`src/mem_sys_pkg.sv`:
```
package mem_sys_pkg;

  ////////////////////////////////////////
  // Widths
  ////////////////////////////////////////

  // Bus data word
  typedef logic [31:0] word_t;
  // Byte address on the bus
  typedef logic [31:0] addr_t;
  // Contents of one RAM byte lane
  typedef logic [7:0]  byte_t;
  // One strobe bit per byte lane
  typedef logic [3:0]  strb_t;
  // RAM word index, address bits 19 down to 2
  typedef logic [17:0] word_index_t;

  // Byte lanes in main RAM
  parameter int NB_COL = 4;

  ////////////////////////////////////////
  // Address map
  ////////////////////////////////////////

  parameter addr_t RAM_BASE      = 32'h4000_0000;
  parameter addr_t RAM_MASK      = 32'h000F_FFFF;
  parameter addr_t TIMER_LO_ADDR = 32'h3000_0000;
  parameter addr_t TIMER_HI_ADDR = 32'h3000_0004;

  // Request from the requester, zero wstrb means read
  typedef struct packed {
    logic  valid;
    addr_t addr;
    word_t wdata;
    strb_t wstrb;
  } iomem_req_t;

  // Request to a single byte lane
  typedef struct packed {
    logic        rd_en;
    logic        wr_en;
    word_index_t index;
    byte_t       wdata;
  } col_req_t;

  // Decoded target of the current address
  typedef enum logic [1:0] {
    REGION_NONE,
    REGION_RAM,
    REGION_TIMER_LO,
    REGION_TIMER_HI
  } region_e;

  // RAM delay FSM
  typedef enum logic [1:0] {
    DEC_IDLE,
    DEC_WAIT,
    DEC_DONE
  } dec_state_e;

endpackage

```
`src/iomem_responder.sv`:
```
`timescale 1ns/100ps

module iomem_responder (
  input  logic                    clk_i,
  input  logic                    rst_n,
  input  mem_sys_pkg::iomem_req_t req_i,
  input  mem_sys_pkg::region_e    region_i,
  input  logic                    ram_done_i,
  input  mem_sys_pkg::byte_t      col_rdata_i [mem_sys_pkg::NB_COL],
  output logic                    ready_o,
  output mem_sys_pkg::word_t      rdata_o
);

  // Free-running cycle count since reset release
  logic [63:0]        timer_q;
  // RAM word joined from the lanes
  mem_sys_pkg::word_t ram_word;

  ////////////////////////////////////////
  // Cycle timer
  ////////////////////////////////////////

  always_ff @(posedge clk_i) begin
    if (!rst_n) begin
      timer_q <= '0;
    end else begin
      // Wraps after 2^64 edges
      timer_q <= timer_q + 64'd1;
    end
  end

  ////////////////////////////////////////
  // RAM read data
  ////////////////////////////////////////

  always_comb begin
    ram_word = '0;
    // Lane i carries byte i of the word
    for (int i = 0; i < mem_sys_pkg::NB_COL; i++) begin
      ram_word[8*i +: 8] = col_rdata_i[i];
    end
  end

  ////////////////////////////////////////
  // Ready and read mux
  ////////////////////////////////////////

  always_comb begin
    case (region_i)
      mem_sys_pkg::REGION_RAM: begin
        // Ready only in the DEC_DONE cycle
        ready_o = ram_done_i;
        rdata_o = ram_word;
      end
      mem_sys_pkg::REGION_TIMER_LO: begin
        // Zero wait
        ready_o = req_i.valid;
        rdata_o = timer_q[31:0];
      end
      mem_sys_pkg::REGION_TIMER_HI: begin
        ready_o = req_i.valid;
        rdata_o = timer_q[63:32];
      end
      default: begin
        // Unmapped, completes at once and reads zero
        ready_o = req_i.valid;
        rdata_o = '0;
      end
    endcase
  end

endmodule

```
`config.mk`:
```
export PLATFORM = sky130hd
export DESIGN_NAME = iomem_responder
export DESIGN_NICKNAME = d
export VERILOG_FILES = /design/src/mem_sys_pkg.sv /design/src/iomem_responder.sv
export SDC_FILE = /design/constraint.sdc
export NUM_CORES = 1
export LEC_CHECK = 0
export BUFFER_PORTS_ARGS = -buffer_cell sky130_fd_sc_hd__buf_4
export CAP_MARGIN = 5
export CORE_MARGIN = 1
export CORE_UTILIZATION = 35
export DETAILED_ROUTE_END_ITERATION = 8
export PLACE_DENSITY = 0.63
export SLEW_MARGIN = 20
export SYNTH_ARGS = -nofsm -noshare
export SYNTH_HDL_FRONTEND = slang
export SYNTH_SLANG_ARGS = --single-unit
```
`constraint.sdc`:
```
create_clock -name clk_i -period 1.8 [get_ports clk_i]
set_input_delay 0.27 -clock clk_i [delete_from_list [all_inputs] [get_ports clk_i]]
set_output_delay 0.27 -clock clk_i [all_outputs]
set_load 0.01 [all_outputs]
```
* Yosys cells after proc, flatten, opt, wreduce, memory -nomap -nowiden
Cells that the tools add are included.
Storage, ports and cells: register bits after elaboration 64, input bits 106, output and inout bits 33, logic and storage cells 7
Operators by class: add/sub/neg operators 1, eq/ne operators 3, multiplexer cells 2
Operators with widths (number):
- one-hot mux 32 bit (3 select lines) | 1
- adder 64 x 1 -> 64 bit (second input constant) | 1
- equality test 2 bit (second input constant) | 2
- equality test 2 x 1 -> 1 bit (second input constant) | 1
- two-way mux 1 bit | 1

* Longest topological paths before layout
Gate-level depths: netlist of run 1.
depth after elaboration 2, depth in mapped cells 7, mapped depth without buffers 6

* Worst setup path after synthesis of run 1
OpenSTA, ideal clock, no wires.
path kind reg-to-reg, from register timer_q[0], to register timer_q[54], library setup time 70 ps, arrival time 1861 ps, required time 1730 ps, slack -130 ps, stages on the path, launching flop included 7, clock period less this slack 1930 ps, path through dfxtp_1 ha_1 nand4_1 nor4_2 nand4_2 or3_1 a21oi_1
Between the ends: longest elaborated chain between the ends 1
RTL lines:
- from (decl) | line iomem_responder.sv:15 | logic [63:0] timer_q;
- from (signal assigned) | line iomem_responder.sv:28 | timer_q <= timer_q + 64'd1;
- adder 64 x 1 -> 64 bit | line iomem_responder.sv:28
No other way between the ends. A chain may end at the register's enable or synchronous reset.

* Worst setup path in the final report of run 1
from register timer_q[3], to register timer_q[53]
The elaborated chain is that of the path after synthesis.

==> results of run 1 <==
timing repair:
action	CTS	global route
pin swaps	41	41
gates cloned	1	0
buffers inserted	22	15
hold buffers	0	0
setup endpoints to repair	23	37
resized for setup	37	32
cell type report:
class	instances	area [µm²]	area share, %
well taps	136	170.2	2.805
flip-flops and latches	64	1315	21.67
multi-input cells	339	2666	43.95
clock buffers	11	141.4	2.330
inverters	5	18.77	0.3093
repair buffers	207	1652	27.22
clock inverters	5	103.9	1.712
cell families (layout without fill, tap and decap cells):
group,Yosys count,count (layout),synth area share [%]
buffers and inverters,27,228,3.226
multiplexers,33,33,9.678
AND/OR/NAND/NOR,186,187,30.60
flip-flops,64,64,33.37
XOR/XNOR,37,37,8.439
adder cells (fa/ha/maj),1,1,0.3258
AO/OA/AOI/OAI,81,81,14.37
Yosys cell counts (6+ instances only):
| library cell | count |
|---|---|
| a21oi_1 | 23 |
| a22o_1 | 31 |
| and2_1 | 8 |
| and3_1 | 7 |
| clkbuf_1 | 16 |
| dfxtp_1 | 64 |
| mux2_2 | 33 |
| nand2_1 | 25 |
| nand3_1 | 23 |
| nand4_1 | 21 |
| nor2_1 | 41 |
| nor4_1 | 6 |
| o21ai_0 | 17 |
| or3_1 | 19 |
| xnor2_1 | 12 |
| xor2_1 | 25 |
routing by layer:
metal,track usage (%),routed length [µm],up-vias
met5,0,0,-
met2,35.25,6104,105
met3,3.708,704,8
met1,29.65,5371,1939
met4,3.327,99,0
li1,-,-,1992
power by group:
group	total [µW]	switching, µW	internal, µW
Sequential	1430	7.10	1420
Clock	1540	579	959
Combinational	330	142	188
Total	3300	729	2570
placed cells by master (no fill, tap or decap), types with 2 or more instances in the layout:
cell type	instances
mux2_2	33
o21ai_1	4
bufinv_16	3
clkbuf_8	10
a22o_1	31
xnor2_1	11
dfxtp_1	41
dfxtp_4	2
nand3_4	3
nand3_2	6
o31ai_1	3
o21ai_0	13
nand3_1	17
nand4_1	21
nand2b_1	2
nand4_4	9
nand2_1	24
nor2_1	40
nor4_1	3
inv_1	5
buf_6	14
xor2_1	25
dfxtp_2	21
o31ai_2	2
a21oi_2	2
nor3_1	4
buf_12	3
and3_1	7
and2_1	8
or3_1	19
or4_1	3
nor4_4	8
buf_4	189
nor3_4	3
a21oi_1	21
through the flow:
| stage | total power, µW | setup WS, ns | hold slack [ns] | instance area (µm²) | util [%] |
|---|---|---|---|---|---|
| after global routing | 3403 | -0.2351 | 0.2384 | 6067 | 57.99 |
| after CTS | 3318 | -0.1413 | 0.2471 | 5831 | 55.73 |
| after global placement | 1781 | -0.1842 | 0.4782 | 5263 | 50.30 |
| after floorplan | 1619 | 0.0005873 | 0.3878 | 3889 | - |
| after detailed placement | 1786 | -0.2213 | 0.4932 | 5263 | 50.30 |
| final | 3296 | -0.1624 | 0.2550 | 6067 | 57.99 |
worst max-delay path, delay by kind of cell (launching register included):
| family | cells | cell delay, ns |
|---|---|---|
| AND/OR/NAND/NOR | 4 | 1.39 |
| flip-flops | 1 | 0.39 |
| AO/OA/AOI/OAI | 1 | 0.13 |
path summary, 6_finish.rpt:
path                                   from           to
worst max-delay path             timer_q[3]  timer_q[53]
worst min-delay path                  rst_n  timer_q[35]
worst max register to register   timer_q[3]  timer_q[53]
worst min register to register  timer_q[61]  timer_q[61]
==> summary.txt, run 1 <==
Yosys
  • Number of synthesized register bits: 64
  • Dominant synthesized flop cell: dfxtp_1
  • Seq/Total Area, Yosys: 33.37%
  • Synth top area share: 33.37%
  • Mapped Nets: 536
  • Post-Syn Area: 3840 µm²
  • Number of synthesized flops with an enable pin: 0
  • Syn. warnings: 0
  • Yosys top cell by area: dfxtp_1
  • Asr flop ratio synth: 0%
  • Mapped Avg Cell Area: 8.951 µm²
  • Synth area leaders: dfxtp_1 (33%), mux2_2 (9.7%), a22o_1 (7.1%), xor2_1 (5.7%), nor2_1 (4.0%)
  • Synth cell types: 43
  • Synthesized instance count: 429

Floorplan
  • Io pins: 139
  • Die Area: 11390 µm²
  • Core box area: 10460 µm²
  • Initial Utilization: 36.70%
  • Die Wd: 106.7 µm
  • Die Span Y: 106.7 µm
  • Num rows: 37

Setup path
  • Startpoint Class: register
  • Worst EP arrival: 2.25 ns
  • Crit path required time: 2.09 ns
  • FF-to-FF path depth: 5
  • Type of the worst setup path: register to register
  • CP endpoint kind: register
  • CP max-delay cell: or4b_4
  • Critical Path Fanout Max: 4
  • FF-to-FF setup slack: -0.16 ns
  • CP max stage delay: 0.55 ns
  • CP cell instances: nand4_1 -> nor4_4 -> nand2_2 -> or4b_4 -> a21oi_2

Final layout
  • Max reg flops: 64
  • Fin nets: 733
  • Biggest regs: timer_q (64)
  • Largest Register: timer_q
  • Non-filler cells, final: 767
  • Layout cells sized above 1: 51.35%
  • Area delta synth->final: 58.00%
  • # fillers: 903
  • Inserted Diodes: 0

STA
  • Min cycle time layout: 1.962 ns
  • RSZ-0062 raised after global routing: yes
  • Final Hold Viols: 0
  • Fmax: 0.5096 GHz
  • Setup tns final: -1.116 ns
  • Final Max Tran Viols: 0
  • Worst-margin pin slew: 0.4505 ns
  • Setup slack after layout: -0.1624 ns
  • Clock skew: 0.01302 ns
  • Slew margin rel.: 69.94%
  • Final Cycle Share: 109.0%
  • Final Setup Violations: 20

Power
  • Leak: 0.002677 µW
  • Maximum VDD drop: 0.3566 mV
  • Pwr dens: 543.2 nW/µm²

Drt
  • Via count: 4044
  • Drt pass-1 iters: 4
  • Final ANT Viol Nets: 0
  • Final WL: 12280 µm
  • Routed len/inst: 16.01 µm
  • Residual DRC count: 0
  • Initial DRC Count: 157
  • Vias per cell: 5.272

Global route
  • Initial antenna violation count: 0
  • Total gr overflow: 0
  • Number of global-route vias before repair: 3872
  • Largest net degree at the start of global routing: 30
  • First-pass GRT wire length: 19280 µm
  • Tot GR Track Use: 21.39%

Clocking
  • Clock Sink Count: 64
  • Worst skew pair latency: 0.34 ns
  • CTS tree: built
  • Reg clk slew, reported paths: 0.08 ns
  • CTS max path bufs: 2
  • Htree depth: 3
  • CTS Buf Count: 9
  • Root Driver: clkbuf_8

Run status
  • Failing checks: setup timing
  • Status: finished, violations left

Job
  • Max Cap Violations: 0

Placed design
  • Placed insts: 714
  • Buffers on Ports: 70
  • Placer Congestion: 0.8419
  • Detailed placement HPWL: 8517 µm

Hold path
  • Hold Crit Class: primary input to register
  • Min-Delay Path Depth: 2
Note: power is estimated with default switching activity, not from simulation.
==> run 2, diff against run 1 <==
BUFFER_PORTS_ARGS = not set   (was -buffer_cell sky130_fd_sc_hd__buf_4)
DONT_BUFFER_PORTS = 1   (was not set)
PLACE_DENSITY = 0.52   (was 0.63)
==> run 2 against run 1 <==
The run still ends with setup timing left. Cell area shrank 9.2%. Final cell count shrank 10%. Clock power shrank 5%. Via count shrank 6.3%. Die area is the same. Maximum frequency grew 2.2%. Non-clock buffer count shrank 77. Sequential cell count is the same. Count of clock-buffer cells in the layout grew 3. Total power shrank 7.3%. Worst setup slack gained 0.042 ns. Critical path depth grew 2. Largest cell class unchanged. Largest power group unchanged.
==> summary.txt, run 2 (same netlist as run 1, synthesis figures left out) <==
Clocking
  • CTS tree: built
  • Cts hold-fix bufs: 0 (unchanged)
  • Worst skew pair latency: 0.35 ns (about the same)
  • CTS max path bufs: 2 (unchanged)
  • CTS Buf Count: 9 (unchanged)
  • Clock Sink Count: 64 (unchanged)
  • Reg clk slew, reported paths: 0.07 ns (about the same)
  • Htree depth: 3 (unchanged)
  • Root Driver: clkbuf_8

Power
  • Clock power share: 47.7% (+1.0 points)
  • Sw Share: 21.39% (-0.72 points)
  • Pwr dens: 554.4 nW/µm² (+2.1%)
  • Sequential power share: 46.7% (+3.4 points)
  • Combinational share of power: 5.6% (-4.4 points)
  • Maximum VDD drop: 0.4262 mV (+20%)
  • P_sw: 653.6 µW (-10%)
  • P_int: 2402 µW (-6.4%)
  • Leak: 0.002292 µW (-14%)

Drt
  • Final ANT Viol Nets: 0 (unchanged)
  • Initial DRC Count: 174 (+11%)
  • Via count: 3789 (-6.3%)
  • Residual DRC count: 0 (unchanged)
  • Drt pass-1 iters: 4 (unchanged)
  • Routed len/inst: 17.73 µm (+11%)
  • Vias per cell: 5.491 (+4.2%)
  • Final WL: 12230 µm (-0.38%)

STA
  • Final Max Tran Viols: 0 (unchanged)
  • Final Hold Viols: 0 (unchanged)
  • Clock skew: 0.009894 ns (-0.003122 ns)
  • Fmax: 0.5207 GHz (+2.2%)
  • Setup slack after layout: -0.1203 ns (+0.04211 ns)
  • RSZ-0062 raised after global routing: yes
  • Slew margin rel.: 73.49% (+3.6 points)
  • Final Setup Violations: 30 (+50%)
  • Min cycle time layout: 1.920 ns (-0.04211 ns)
  • Worst-margin pin slew: 0.3946 ns (-0.05589 ns)
  • Final Cycle Share: 106.7% (-2.3 points)

Placed design
  • Placer Congestion: 0.8210 (-2.5%)
  • Buffers on Ports: 0 (-100%)
  • Detailed placement HPWL: 8415 µm (-1.2%)
  • Area after DPL: 4717 µm² (-10%)

Final layout
  • Largest Register: timer_q
  • Layout cells sized above 1: 44.22% (-7.1 points)
  • Commonest cells after routing, fill and taps aside: buf_4 (106), dfxtp_1 (40), nor2_1 (39), mux2_2 (33), a22o_1 (31)
  • Final core utilization: 52.68% (-5.3 points)
  • Most common cell after layout, fill and taps aside: buf_4
  • Biggest regs: timer_q (64)
  • Area delta synth->final: 43.53%
  • Max reg flops: 64 (unchanged)
  • Fin nets: 656 (-11%)
  • Final Instance Area: 5512 µm² (-9.2%)
  • Inserted Diodes: 0 (unchanged)

Hold path
  • Hold Startpoint: rst_n
  • Hold Crit Class: primary input to register

Run status
  • Failing checks: setup timing
  • Status: finished, violations left

Floorplan
  • Io pins: 139 (unchanged)
  • Core box area: 10460 µm² (unchanged)
  • Num rows: 37 (unchanged)
  • Initial Utilization: 36.70% (unchanged)
  • Die Wd: 106.7 µm (unchanged)
  • Die Span Y: 106.7 µm (unchanged)
  • Die Area: 11390 µm² (unchanged)

Setup path
  • Critical Path Fanout Max: 8 (+4)
  • Reg-to-reg startpoint: timer_q[1]
  • WP buf/inv: 1 (+1)
  • Startpoint Class: register
  • Crit path required time: 2.08 ns (about the same)
  • Crit path from: timer_q[1]
  • Type of the worst setup path: register to register
  • Top delay family on crit path: simple AND/OR/NAND/NOR gates
  • CP cell instances: ha_4 -> nand4_1 -> buf_4 -> nor3_4 -> nand4_4 -> or3_1 -> a21oi_1
  • CP endpoint kind: register
  • CP max-delay cell: or3_1
  • CP max stage delay: 0.38 ns (-0.17 ns)
  • Worst EP arrival: 2.20 ns (-0.05 ns)

Global route
  • Tot GR Track Use: 21.05% (-0.34 points)
  • Number of global-route vias before repair: 3579 (-7.6%)
  • First-pass GRT wire length: 18320 µm (-5.0%)
  • Total gr overflow: 0 (unchanged)
  • Initial antenna violation count: 0 (unchanged)
  • Largest net degree at the start of global routing: 57 (+90%)

Job
  • Max Cap Violations: 0 (unchanged)
## run 2: power by group through the flow
stage                     sequential [µW]  clock (µW)  combinational (µW)
after global routing                 1430        1540                 185
final                                1430        1460                 172
after detailed placement             1460           0                 172
after CTS                            1430        1480                 172
after floorplan                      1460           0                 158
after global placement               1460           0                 170
## run 2: routing by layer
layer / part of all wire (%) / vias up / track usage (%)
met5: 0 / - / 0
met4: 1.7 / 0 / 6.458
met3: 3.7 / 18 / 3.040
met2: 49 / 74 / 36.04
met1: 45 / 1855 / 27.22
li1: - / 1842 / -
## run 2: worst paths after layout
path	endpoint	slack (ns)	depth (start not counted)
max	timer_q[60]	-0.12	7
min	timer_q[11]	0.05	1
max reg2reg	timer_q[60]	-0.12	7
min reg2reg	timer_q[63]	0.50	2
## run 2: per-stage QoR
| step | total power [µW] | std cells | hold WS, ns | TNS (ns) | worst slack, ns |
|---|---|---|---|---|---|
| floorplan | 1619 | 429 | 0.3878 | 0 | 0.0005873 |
| global placement | 1632 | 643 | 0.3954 | -2.253 | -0.1423 |
| detailed placement | 1634 | 643 | 0.3979 | -2.513 | -0.1763 |
| CTS | 3082 | 671 | 0.03119 | -2.034 | -0.1321 |
| global route | 3156 | 690 | 0.03022 | -5.328 | -0.2363 |
| finish | 3056 | 690 | 0.04554 | -1.674 | -0.1203 |
## run 2: repair_timing
item | in CTS | in global routing
setup buffers | 11 | 20
setup endpoints to repair | 23 | 36
resized for setup | 17 | 54
pin swaps | 16 | 43
endpoints found under the hold margin | 0 | 0
cloned | 1 | 1
## run 2: area by class of cell
type	instances	area, µm²
Timing Repair Buffer	130	1119
Fill cell	991	4951
Clock buffer	14	172.7
Clock inverter	2	60.06
Tap cell	136	170.2
Sequential cell	64	1319
Inverter	5	18.77
Multi-Input combinational cell	339	2653
## run 2: worst reg2reg max path, stage by stage, from the launching register on
cell and delay, ns:
dfxtp_4 0.37, ha_4 0.14, nand4_1 0.14, buf_4 0.18, nor3_4 0.31, nand4_4 0.20, or3_1 0.38, a21oi_1 0.14
